<file path="config.mk">
export PLATFORM = sky130hd
export DESIGN_NAME = frontEnd
export DESIGN_NICKNAME = d
export VERILOG_FILES = /design/src/hdl/klDiagPkg.sv /design/src/hdl/klLoadPkg.sv /design/src/hdl/asciiFieldDecoder.sv /design/src/hdl/diagBusDriver.sv /design/src/hdl/resetSequencer.sv /design/src/hdl/ramLoader.sv /design/src/hdl/frontEnd.sv
export SDC_FILE = /design/constraint.sdc
export NUM_CORES = 1
export LEC_CHECK = 0
export ABC_AREA = 1
export BUFFER_PORTS_ARGS = -buffer_cell sky130_fd_sc_hd__buf_4
export CORE_MARGIN = 3
export CORE_UTILIZATION = 52
export CTS_CLUSTER_SIZE = 40
export DETAILED_ROUTE_END_ITERATION = 10
export PLACE_DENSITY = 0.84
export SKIP_LAST_GASP = 1
export SLEW_MARGIN = 5
export SYNTH_ARGS = -nofsm -noshare
export SYNTH_HDL_FRONTEND = slang
export SYNTH_SLANG_ARGS = --single-unit
</file>
<file path="constraint.sdc">
create_clock -name clk -period 6.4 [get_ports clk]
set_input_delay 0.64 -clock clk [delete_from_list [all_inputs] [get_ports clk]]
set_output_delay 0.64 -clock clk [all_outputs]
set_load 0.005 [all_outputs]
</file>
<file path="src/hdl/klDiagPkg.sv">
// KL10 diagnostic bus definitions
package klDiagPkg;

  ////////////////////////////////////////////////////////////////////////////
  // Diagnostic function codes, octal as in the KL10 maintenance guide
  typedef enum logic [6:0] {
    STOP_CLOCK             = 7'o000,
    START_CLOCK            = 7'o001,
    STEP_CLOCK             = 7'o002,
    COND_STEP              = 7'o004,
    SET_RESET              = 7'o006,
    CLR_RESET              = 7'o007,
    // EBOX run control
    CLR_RUN                = 7'o010,
    SET_RUN                = 7'o011,
    CONTINUE               = 7'o012,
    // Clock board loads
    BURST_CTR_RH           = 7'o042,
    BURST_CTR_LH           = 7'o043,
    CLK_SRC_RATE           = 7'o044,
    SET_EBOX_CLK_DISABLES  = 7'o045,
    RESET_PAR_REGS         = 7'o046,
    MBOXDIS_PARCHK_ERRSTOP = 7'o047,
    // IR decode, channels and memory
    ENABLE_KL              = 7'o067,
    INIT_CHANNELS          = 7'o070,
    WRITE_MBOX             = 7'o071,
    MEM_RESET              = 7'o076
  } tDiagFunction;

  // Plain function strobe or strobe with data on the bus
  typedef enum logic {opFunc, opWrite} tDiagOp;

  // PDP-10 numbering, bit 0 is the MSB
  typedef logic [0:35] tWord36;

  // Outbound EBUS, reads are not modelled
  typedef struct packed {
    logic         diagStrobe;
    tDiagFunction ds;
    logic         driving;
    tWord36       data;
  } tEbusOut;

  // One operation handed to the bus driver
  typedef struct packed {
    logic         start;
    tDiagOp       op;
    tDiagFunction func;
    tWord36       data;
  } tDiagRequest;

  ////////////////////////////////////////////////////////////////////////////
  // Strobe shapes in clock cycles
  localparam int funcStrobeCycles  = 17;
  localparam int writeStrobeCycles = 3;
  localparam int writeDriveCycles  = 4;

  // Front-end bring-up timing
  localparam int crobarCycles     = 20;
  localparam int resetDelayCycles = 10;
  localparam int syncSettleCycles = 11;
  localparam int mboxSyncTries    = 5;
  localparam int haltDelayCycles  = 100;

  // Master reset plus soft reset entries, sync step included
  localparam int resetListLength = 26;

  // Bit 24 sets the MEM RESET flop
  localparam tWord36 memResetData  = 36'o4000;
  localparam tWord36 writeMboxData = 36'o120;

endpackage

</file>
<file path="src/hdl/klLoadPkg.sv">
// Microcode load file definitions
package klLoadPkg;

  // Token classes out of the ASCII decoder
  typedef enum logic [1:0] {tokType, tokWord, tokEnd} tTokenKind;

  // tokType carries the record letter in value[6:0]
  typedef struct packed {
    logic        valid;
    tTokenKind   kind;
    logic [15:0] value;
  } tLoadToken;

  // Record being parsed, comments and unknown letters are skipped
  typedef enum logic [1:0] {recNone, recCram, recDram, recSkip} tRecordKind;

  ////////////////////////////////////////////////////////////////////////////
  // RAM geometry
  typedef logic [0:85] tCramWord;
  typedef logic [10:0] tCramAddress;
  typedef logic [8:0]  tDramAddress;

  // One control-RAM location
  typedef struct packed {
    logic        write;
    tCramAddress address;
    tCramWord    word;
  } tCramWrite;

  // Even/odd dispatch pair at an even address
  typedef struct packed {
    logic        write;
    tDramAddress address;
    logic [15:0] even;
    logic [15:0] odd;
    logic [15:0] common;
  } tDramWrite;

  // Words per RAM entry and field width of the ASCII encoding
  localparam int cramWordsPerEntry = 6;
  localparam int dramWordsPerPair  = 3;
  localparam int asciiFieldBits    = 6;

endpackage

</file>
<file path="src/hdl/asciiFieldDecoder.sv">
// ASCII load file field decoder
`timescale 1ns/1ns

module asciiFieldDecoder import klLoadPkg::*; (
  input  logic      clk,
  input  logic      reset,
  input  logic      charValid,
  input  logic [6:0] char,
  output tLoadToken token
);

  logic        atLineStart;
  logic        skipNext;
  logic        endPending;
  logic        typePending;
  logic [6:0]  typeChar;
  logic [15:0] fieldAcc;
  logic        isComma;
  logic        isNewline;

  // Field separators
  assign isComma   = char == 7'o054;
  assign isNewline = char == 7'o012;

  function automatic tLoadToken mkToken(tTokenKind kind, logic [15:0] value);
    tLoadToken t;
    t.valid = 1'b1;
    t.kind  = kind;
    t.value = value;
    return t;
  endfunction

  always_ff @(posedge clk) begin
    if (reset) begin
      token       <= '0;
      atLineStart <= 1'b1;
      skipNext    <= 1'b0;
      endPending  <= 1'b0;
      typePending <= 1'b0;
      fieldAcc    <= '0;
    end else begin
      token.valid <= 1'b0;

      // End of line goes out before anything of the next line
      if (endPending) begin
        token      <= mkToken(tokEnd, '0);
        endPending <= 1'b0;
      end else if (typePending) begin
        token       <= mkToken(tokType, {9'b0, typeChar});
        typePending <= 1'b0;
      end

      if (charValid) begin
        if (atLineStart) begin
          // Record letter, separator space follows
          atLineStart <= 1'b0;
          skipNext    <= 1'b1;
          if (endPending) begin
            // Slot taken by tokEnd, send it in the space cycle
            typeChar    <= char;
            typePending <= 1'b1;
          end else begin
            token <= mkToken(tokType, {9'b0, char});
          end
        end else if (skipNext) begin
          skipNext <= 1'b0;
        end else if (isComma || isNewline) begin
          // Empty field gives zero
          token    <= mkToken(tokWord, fieldAcc);
          fieldAcc <= '0;
          if (isNewline) begin
            endPending  <= 1'b1;
            atLineStart <= 1'b1;
          end
        end else begin
          // Most significant field first, upper bit of the char dropped
          fieldAcc <= {fieldAcc[15-asciiFieldBits:0], char[asciiFieldBits-1:0]};
        end
      end
    end
  end

endmodule

</file>
<file path="src/hdl/diagBusDriver.sv">
// EBUS diagnostic strobe driver
`timescale 1ns/1ns

module diagBusDriver import klDiagPkg::*; (
  input  logic        clk,
  input  logic        reset,
  input  tDiagRequest request,
  output logic        busy,
  output tEbusOut     ebus
);

  // Counts the cycles of the operation so far
  typedef logic [$clog2(funcStrobeCycles + 2)-1:0] tCount;

  logic   active;
  tDiagOp op;
  tCount  count;
  tCount  strobeLen;
  tCount  activeLen;

  // Shape of the operation in progress
  always_comb begin
    strobeLen = (op == opFunc) ? tCount'(funcStrobeCycles) : tCount'(writeStrobeCycles);
    activeLen = (op == opFunc) ? tCount'(funcStrobeCycles) : tCount'(writeDriveCycles);
  end

  // Includes the quiet cycle after the last active output
  assign busy = active;

  always_ff @(posedge clk) begin
    if (reset) begin
      active          <= 1'b0;
      count           <= '0;
      ebus.diagStrobe <= 1'b0;
      ebus.driving    <= 1'b0;
    end else if (!active) begin
      if (request.start) begin
        // Strobe and data go out together
        active          <= 1'b1;
        count           <= tCount'(1);
        op              <= request.op;
        ebus.diagStrobe <= 1'b1;
        ebus.driving    <= request.op == opWrite;
        ebus.ds         <= request.func;
        ebus.data       <= request.data;
      end
    end else begin
      count           <= count + 1'b1;
      ebus.diagStrobe <= count < strobeLen;
      // Data held one cycle past the strobe on writes
      ebus.driving    <= op == opWrite && count < activeLen;
      if (count == activeLen + 1'b1) begin
        active <= 1'b0;
      end
    end
  end

  ////////////////////////////////////////////////////////////////////////////
  // Checks

  // Sequencer waits for the bus
  startWhileBusy: assert property (
    @(posedge clk) disable iff (reset) request.start |-> !busy);

  // Bare driving only right after a write strobe ends
  drivingTail: assert property (
    @(posedge clk) disable iff (reset)
    (ebus.driving && !ebus.diagStrobe) |->
      $past(ebus.diagStrobe) && $past(ebus.driving) ##1 !ebus.driving);

endmodule

</file>
<file path="src/hdl/resetSequencer.sv">
// KL10 bring-up sequencer
`timescale 1ns/1ns

module resetSequencer import klDiagPkg::*; (
  input  logic        clk,
  input  logic        reset,
  input  logic        busy,
  input  logic        aChangeComingN,
  input  logic        eboxHalted,
  output tDiagRequest request,
  output logic        crobar,
  output logic        initDone,
  output logic        syncError
);

  typedef enum logic [2:0] {
    stCrobar, stDelay, stList, stSyncWait, stSyncStep,
    stHaltIdle, stHaltWait1, stHaltWait2
  } tSeqState;

  // sync marks the MBOX sync step, its func is the step function
  typedef struct packed {
    logic         sync;
    tDiagOp       op;
    tDiagFunction func;
    tWord36       data;
  } tListEntry;

  typedef logic [$clog2(haltDelayCycles)-1:0] tTimer;
  typedef logic [$clog2(resetListLength)-1:0] tIndex;
  typedef logic [$clog2(mboxSyncTries + 1)-1:0] tSteps;

  tSeqState  state;
  tTimer     timer;
  tIndex     listIndex;
  tSteps     stepCount;
  tListEntry curEntry;
  logic      haltedQ;
  logic      idle;

  ////////////////////////////////////////////////////////////////////////////
  // Master reset then soft reset, ending with the clock running
  function automatic tListEntry listEntry(tIndex idx);
    tListEntry e;
    case (idx)
      0:  e = '{1'b0, opFunc,  CLR_RUN,                '0};
      1:  e = '{1'b0, opWrite, CLK_SRC_RATE,           '0};
      2:  e = '{1'b0, opFunc,  STOP_CLOCK,             '0};
      3:  e = '{1'b0, opFunc,  SET_RESET,              '0};
      4:  e = '{1'b0, opWrite, RESET_PAR_REGS,         '0};
      5:  e = '{1'b0, opWrite, MBOXDIS_PARCHK_ERRSTOP, '0};
      6:  e = '{1'b0, opWrite, BURST_CTR_RH,           '0};
      7:  e = '{1'b0, opWrite, BURST_CTR_LH,           '0};
      8:  e = '{1'b0, opWrite, SET_EBOX_CLK_DISABLES,  '0};
      9:  e = '{1'b0, opFunc,  START_CLOCK,            '0};
      10: e = '{1'b0, opWrite, INIT_CHANNELS,          '0};
      11: e = '{1'b0, opWrite, BURST_CTR_RH,           '0};
      12: e = '{1'b1, opFunc,  STEP_CLOCK,             '0};
      13: e = '{1'b0, opFunc,  COND_STEP,              '0};
      14: e = '{1'b0, opFunc,  CLR_RESET,              '0};
      15: e = '{1'b0, opWrite, ENABLE_KL,              '0};
      16: e = '{1'b0, opWrite, MEM_RESET,              memResetData};
      17: e = '{1'b0, opWrite, MEM_RESET,              '0};
      18: e = '{1'b0, opWrite, WRITE_MBOX,             writeMboxData};
      // Soft reset
      19: e = '{1'b0, opFunc,  SET_RESET,              '0};
      20: e = '{1'b0, opFunc,  START_CLOCK,            '0};
      21: e = '{1'b0, opFunc,  STOP_CLOCK,             '0};
      22: e = '{1'b0, opFunc,  COND_STEP,              '0};
      23: e = '{1'b0, opFunc,  CLR_RESET,              '0};
      // Start in the halt loop
      24: e = '{1'b0, opFunc,  CLR_RUN,                '0};
      25: e = '{1'b0, opFunc,  START_CLOCK,            '0};
      default: e = '0;
    endcase
    return e;
  endfunction

  function automatic tDiagRequest issue(tDiagOp op, tDiagFunction func, tWord36 data);
    tDiagRequest r;
    r.start = 1'b1;
    r.op    = op;
    r.func  = func;
    r.data  = data;
    return r;
  endfunction

  assign curEntry = listEntry(listIndex);

  // Bus free and nothing just launched
  assign idle = !busy && !request.start;

  always_ff @(posedge clk) begin
    if (reset) begin
      state         <= stCrobar;
      timer         <= '0;
      listIndex     <= '0;
      stepCount     <= '0;
      haltedQ       <= 1'b0;
      crobar        <= 1'b1;
      initDone      <= 1'b0;
      syncError     <= 1'b0;
      request.start <= 1'b0;
    end else begin
      request.start <= 1'b0;
      haltedQ       <= eboxHalted;
      case (state)
        stCrobar: begin
          if (timer == tTimer'(crobarCycles - 1)) begin
            crobar <= 1'b0;
            timer  <= '0;
            state  <= stDelay;
          end else begin
            timer <= timer + 1'b1;
          end
        end
        stDelay: begin
          if (timer == tTimer'(resetDelayCycles - 1)) begin
            timer <= '0;
            state <= stList;
          end else begin
            timer <= timer + 1'b1;
          end
        end
        stList: begin
          if (idle && curEntry.sync) begin
            timer     <= '0;
            stepCount <= '0;
            state     <= stSyncWait;
          end else if (idle) begin
            request   <= issue(curEntry.op, curEntry.func, curEntry.data);
            listIndex <= listIndex + 1'b1;
            if (listIndex == tIndex'(resetListLength - 1)) begin
              state <= stHaltIdle;
            end
          end
        end
        // Let the MBOX settle after the last bus operation
        stSyncWait: begin
          if (!idle) begin
            timer <= '0;
          end else if (timer == tTimer'(syncSettleCycles - 1)) begin
            state <= stSyncStep;
          end else begin
            timer <= timer + 1'b1;
          end
        end
        stSyncStep: begin
          timer <= '0;
          if (aChangeComingN) begin
            listIndex <= listIndex + 1'b1;
            state     <= stList;
          end else if (stepCount == tSteps'(mboxSyncTries)) begin
            // Give up, carry on with the list
            syncError <= 1'b1;
            listIndex <= listIndex + 1'b1;
            state     <= stList;
          end else begin
            request   <= issue(curEntry.op, curEntry.func, curEntry.data);
            stepCount <= stepCount + 1'b1;
            state     <= stSyncWait;
          end
        end
        stHaltIdle: begin
          // Last entry must finish before init is done
          if (!initDone) begin
            initDone <= idle;
          end else if (eboxHalted && !haltedQ) begin
            timer <= '0;
            state <= stHaltWait1;
          end
        end
        stHaltWait1: begin
          if (timer != tTimer'(haltDelayCycles - 1)) begin
            timer <= timer + 1'b1;
          end else if (idle) begin
            request <= issue(opFunc, SET_RUN, '0);
            timer   <= '0;
            state   <= stHaltWait2;
          end
        end
        stHaltWait2: begin
          if (!idle) begin
            timer <= '0;
          end else if (timer == tTimer'(haltDelayCycles - 1)) begin
            // CONTINUE button
            request <= issue(opFunc, CONTINUE, '0);
            state   <= stHaltIdle;
          end else begin
            timer <= timer + 1'b1;
          end
        end
        default: state <= stCrobar;
      endcase
    end
  end

  // One launch per operation
  startPulse: assert property (
    @(posedge clk) disable iff (reset) request.start |=> !request.start);

endmodule

</file>
<file path="src/hdl/ramLoader.sv">
// Microcode record loader
`timescale 1ns/1ns

module ramLoader import klLoadPkg::*; (
  input  logic      clk,
  input  logic      reset,
  input  tLoadToken token,
  output tCramWrite cramWr,
  output tDramWrite dramWr,
  output logic      loadError
);

  // Position inside a record line
  typedef enum logic [1:0] {phWc, phAddr, phData} tPhase;

  tRecordKind  recKind;
  tPhase       phase;
  logic [15:0] dataLeft;
  logic [15:0] sum;
  logic [2:0]  slot;
  tCramAddress cramAddr;
  tDramAddress dramAddr;
  tCramWord    cramBuf;
  logic [15:0] evenBuf;
  logic [15:0] oddBuf;
  logic        inRecord;
  logic        isWord;
  logic        isData;

  always_comb begin
    inRecord = recKind == recCram || recKind == recDram;
    isWord   = token.valid && token.kind == tokWord && inRecord;
    // After WC words the next one is the checksum
    isData   = isWord && phase == phData && dataLeft != '0;
  end

  always_ff @(posedge clk) begin
    if (reset) begin
      recKind      <= recNone;
      phase        <= phWc;
      dataLeft     <= '0;
      sum          <= '0;
      slot         <= '0;
      cramWr.write <= 1'b0;
      dramWr.write <= 1'b0;
      loadError    <= 1'b0;
    end else begin
      cramWr.write <= 1'b0;
      dramWr.write <= 1'b0;
      // Negated checksum brings the line total to zero
      loadError    <= token.valid && token.kind == tokEnd && inRecord && sum != '0;

      if (token.valid && token.kind == tokType) begin
        case (token.value[7:0])
          "C":     recKind <= recCram;
          "D":     recKind <= recDram;
          default: recKind <= recSkip;
        endcase
        phase <= phWc;
        sum   <= '0;
        slot  <= '0;
      end

      if (token.valid && token.kind == tokEnd) begin
        recKind <= recNone;
      end

      if (isWord) begin
        sum <= sum + token.value;
        case (phase)
          phWc: begin
            dataLeft <= token.value;
            phase    <= phAddr;
          end
          phAddr: begin
            cramAddr <= tCramAddress'(token.value);
            dramAddr <= {token.value[8:1], 1'b0};
            phase    <= phData;
          end
          default: begin
            if (dataLeft != '0) begin
              dataLeft <= dataLeft - 1'b1;
            end
          end
        endcase
      end

      ////////////////////////////////////////////////////////////////////////
      // CRAM, six words per location
      if (isData && recKind == recCram) begin
        slot <= (slot == 3'(cramWordsPerEntry - 1)) ? '0 : slot + 3'd1;
        case (slot)
          3'd0: cramBuf[64:79] <= token.value;
          3'd1: cramBuf[48:63] <= token.value;
          3'd2: cramBuf[32:47] <= token.value;
          3'd3: cramBuf[16:31] <= token.value;
          3'd4: cramBuf[0:15]  <= token.value;
          default: begin
            // Low six bits are CALL and DISP
            cramWr.write   <= 1'b1;
            cramWr.address <= cramAddr;
            cramWr.word    <= {cramBuf[0:79], token.value[5:0]};
            cramAddr       <= cramAddr + 1'b1;
          end
        endcase
      end

      // DRAM, even/odd/common per pair
      if (isData && recKind == recDram) begin
        slot <= (slot == 3'(dramWordsPerPair - 1)) ? '0 : slot + 3'd1;
        case (slot)
          3'd0: evenBuf <= token.value;
          3'd1: oddBuf  <= token.value;
          default: begin
            dramWr.write   <= 1'b1;
            dramWr.address <= dramAddr;
            dramWr.even    <= evenBuf;
            dramWr.odd     <= oddBuf;
            dramWr.common  <= token.value;
            dramAddr       <= dramAddr + 9'd2;
          end
        endcase
      end
    end
  end

  // One RAM port at a time
  oneWrite: assert property (
    @(posedge clk) disable iff (reset) !(cramWr.write && dramWr.write));

endmodule

</file>
<file path="src/hdl/frontEnd.sv">
// KL10 front end top level
`timescale 1ns/1ns

module frontEnd import klDiagPkg::*, klLoadPkg::*; (
  input  logic       clk,
  input  logic       reset,
  input  logic       aChangeComingN,
  input  logic       eboxHalted,
  input  logic       charValid,
  input  logic [6:0] char,
  output tEbusOut    ebus,
  output logic       crobar,
  output logic       initDone,
  output logic       syncError,
  output tCramWrite  cramWr,
  output tDramWrite  dramWr,
  output logic       loadError
);

  tDiagRequest request;
  logic        busy;
  tLoadToken   token;

  ////////////////////////////////////////////////////////////////////////////
  // Bring-up path
  resetSequencer sequencer (
    .clk            (clk),
    .reset          (reset),
    .busy           (busy),
    .aChangeComingN (aChangeComingN),
    .eboxHalted     (eboxHalted),
    .request        (request),
    .crobar         (crobar),
    .initDone       (initDone),
    .syncError      (syncError)
  );

  diagBusDriver busDriver (
    .clk     (clk),
    .reset   (reset),
    .request (request),
    .busy    (busy),
    .ebus    (ebus)
  );

  // Microcode load path
  asciiFieldDecoder decoder (
    .clk       (clk),
    .reset     (reset),
    .charValid (charValid),
    .char      (char),
    .token     (token)
  );

  ramLoader loader (
    .clk       (clk),
    .reset     (reset),
    .token     (token),
    .cramWr    (cramWr),
    .dramWr    (dramWr),
    .loadError (loadError)
  );

endmodule

</file>
==> results.cfg <==
[yosys]
ys_types = 55
ys_seq_area_frac = 0.660
synth_area_leaders = edfxtp_1, dfxtp_1, nand2_1
ys.flop_type = edfxtp_1
muxShareOfSynthArea = 0
yosys.area_share.simple = 0.164
synth_top_family_by_area = simple AND/OR/NAND/NOR gates
synth_area_leader_cell = edfxtp_1
yosysMostFrequentCell = edfxtp_1
yosysWarnings = 0
asyncSetResetFlopFracSynth = 0
avgSynthCellArea_um2 = 11.3
synth_top_area_share = 0.523
synth_cells = 1574
synth_commonest_cells = edfxtp_1, nand2_1, nor2_1, inv_1, dfxtp_1
ys_seq_elements = 430
synth_edf_count = 309
synth_area_um2 = 17700
synthXorXnorAreaFrac = 0.0119
synth-compound-area-share = 0.0765
yosys.area_share.adder = 0.0286

[setup_path]
path_class = flop to flop
worst-r2r-cell-count = 11
cp.depth = 11
cp_max_fo = 63
critPathTopFamily = buffers and inverters
critical_path.max_stage_delay_ns = 0.70
crit_buf_inv = 4
endpoint_kind = flop
start_kind = flop
critical-path-slowest-cell = buf_4
crit_arrival_ns = 3.93
cp_data_required_time_ns = 6.56
path_cells = inv_1, ha_1, nor2_1, nand3_2, nor3_4, nand3_2, nor3_4, inv_2, nor2_4, buf_4, buf_4

[floorplanning]
die_h_um = 191
design.core.area_um2 = 33600
die_area_um2 = 36400
placementRows = 67
start_util = 0.528
num_io_pins = 217
die_x_um = 191

[grt]
use_met3 = 0.0425
antenna_found_initial = 1
grt-ovfl-total = 0
grt_use_met1 = 0.300
gr-max-usage-layer = met2
grt_pass1_wl_mm = 65.2
grt_pass1_vias = 11900
gr-usage-met2 = 0.386
grt_max_degree = 64
grtUsageTotal = 0.228

[hold_path]
worst_hold_path.num_cells = 1
hp-class = primary input to flop

[power_and_ir_drop]
p_switching_mw = 1.60
power.leakage_nw = 8.26
pwr_density_cell_nw_per_um2 = 301
p_comb_frac = 0.107
seq_power_share = 0.504
ir_drop_uv = 216
clkPwrFrac = 0.389
intPower_mw = 4.66
fin_total_pwr_mw = 6.25
sw_frac_of_total = 0.255

[finish]
nNetsFinal = 1820
final_layout_size_suffix_gt1_frac = 0.180
fillers = 2493
design_area_um2 = 20800
insertedDiodeCount = 0
syn_to_final_growth_pct = 17.0

[clock_tree]
cts_made_buffers = 42
cts_tree = yes
postCtsSetupRepairBufs = 0
cts_hold_buf = 0
clock_sinks = 430
ctsResizeCount = 0
path_clk_slew_ns = 0.06
htreeDepth = 2
clock_path_buffers = 3
clockRootBuffer = clkbuf_16
worst_skew_pair.late_latency_ns = 0.56

[sta]
fmax_ghz = 0.266
fin_crit_sh = 0.588
tightestPinTransition_ns = 1.02
hold_viol_final = 0
final.setup.tns_ns = 0
maxSlewHeadroom = 0.316
rsz0062_at_grt = false
setup_viol = 0
finalMaxSlewViolations = 0
fin_skew_ns = 0.0308
setup_ws_ns = 2.63
timing.final.crit_period_ns = 3.77

[drt]
post_drt_wl_per_cell_um = 18.7
drt_wl_total_mm = 41.9
vias = 12400
viasPerCell = 5.50
first_iter_violations = 1305
drc_errors = 0
dr.pass1.iters = 5
drtAntennaViolNets = 0

[placed_design]
place_hpwl_mm = 26.0
place_congestion = 0.879
dpl_cell_area_um2 = 19400
place_ws_ns = 2.69
portBuffers = 182

[run_status]
run_status = complete, no violations

[flow_run]
timing.max_cap.violations = 0
==> power by group through the flow <==
| stage | Combinational, mW | Clock, mW | Sequential (mW) |
|---|---|---|---|
| 6_report | 0.666 | 2.44 | 3.15 |
| 5_1_grt | 0.748 | 2.58 | 3.16 |
| 4_1_cts | 0.662 | 2.48 | 3.15 |
| 3_5_place_dp | 0.657 | 0 | 3.21 |
| 3_3_place_gp | 0.627 | 0 | 3.20 |
| 2_1_floorplan | 0.577 | 0 | 3.17 |
==> worst register-to-register path: cells and delay by family, from the launching register on <==
| family | cells | cell delay, ns |
|---|---|---|
| simple gates | 6 | 1.31 |
| flops | 1 | 0.34 |
| fa+ha+maj | 1 | 0.30 |
| buf+inv | 4 | 1.40 |
==> cell usage in the layout, fill, tap and decap left out, drive strengths merged, types with 16 or more instances in the layout <==
cell and n:
dfxtp 121, edfxtp 309, nor3 31, nand4 28, a31oi 21, clkbuf 53
conb 34, nand3 87, buf 198, a21oi 115, nor2 158, clkinv 16
inv 136, nand2 294, o21ai 85, xor2 17, ha 39
==> stage by stage <==
| stage | utilization | hold WS [ns] | std cells |
|---|---|---|---|
| 4_1_cts | 0.617 | 0.281 | 2246 |
| 2_1_floorplan | - | 0.400 | 1607 |
| 5_1_grt | 0.617 | 0.286 | 2246 |
| 6_report | 0.617 | 0.295 | 2246 |
| 3_3_place_gp | 0.577 | 0.401 | 2172 |
| 3_5_place_dp | 0.577 | 0.405 | 2172 |
==> area by class of cell <==
class / count / area [um2] / share of cell area
sequential: 430 / 11700 / 0.564
clock buffer: 53 / 1160 / 0.0561
inverter: 138 / 523 / 0.0252
clock inverter: 21 / 186 / 0.00898
timing repair buffer: 198 / 1490 / 0.0716
multi-input combinational: 958 / 5130 / 0.247
tap: 448 / 561 / 0.0270
==> cell families (layout without fill, tap and decap cells) <==
logic type               Yosys count  count (layout)
AO/OA/AOI/OAI                    247             247
XOR/XNOR                          24              24
adder cells (fa/ha/maj)           40              40
buffers and inverters            219             410
flip-flops                       430             430
other                              1              34
AND/OR/NAND/NOR                  613             613
==> path summary, 6_finish.rpt <==
kind                                          from                   to  slack (ns)
worst min register to register  loader.cramBuf[53]    loader.cramWr[53]        0.39
worst max register to register   loader.recKind[0]    loader.cramWr[35]        2.63
worst min-delay path                       char[4]  decoder.typeChar[4]        0.30
worst max-delay path             loader.recKind[0]    loader.cramWr[35]        2.63
==> state kept, by name, summed over array words and instances, names as in the netlist, 2 cells and up <==
| register | flops |
|---|---|
| loader.cramWr | 98 |
| loader.cramBuf | 80 |
| loader.dramWr | 58 |
| decoder.token | 19 |
| decoder.fieldAcc | 16 |
| loader.dataLeft | 16 |
| loader.evenBuf | 16 |
| loader.oddBuf | 16 |
| loader.sum | 16 |
| loader.cramAddr | 11 |
| busDriver.ebus | 10 |
| loader.dramAddr | 9 |
| sequencer.curEntry | 9 |
| sequencer.request | 9 |
| decoder.typeChar | 7 |
| sequencer.timer | 7 |
| busDriver.count | 5 |
| sequencer.listIndex | 5 |
| loader.slot | 3 |
| sequencer.state | 3 |
| sequencer.stepCount | 3 |
| loader.phase | 2 |
| loader.recKind | 2 |
==> metal layers <==
layer | share of wire | wire length, um
met5 | 0 | 0
met4 | 0.028 | 1170
met1 | 0.39 | 16500
met3 | 0.096 | 4030
met2 | 0.48 | 20300
(Power assumes the default switching activity.)
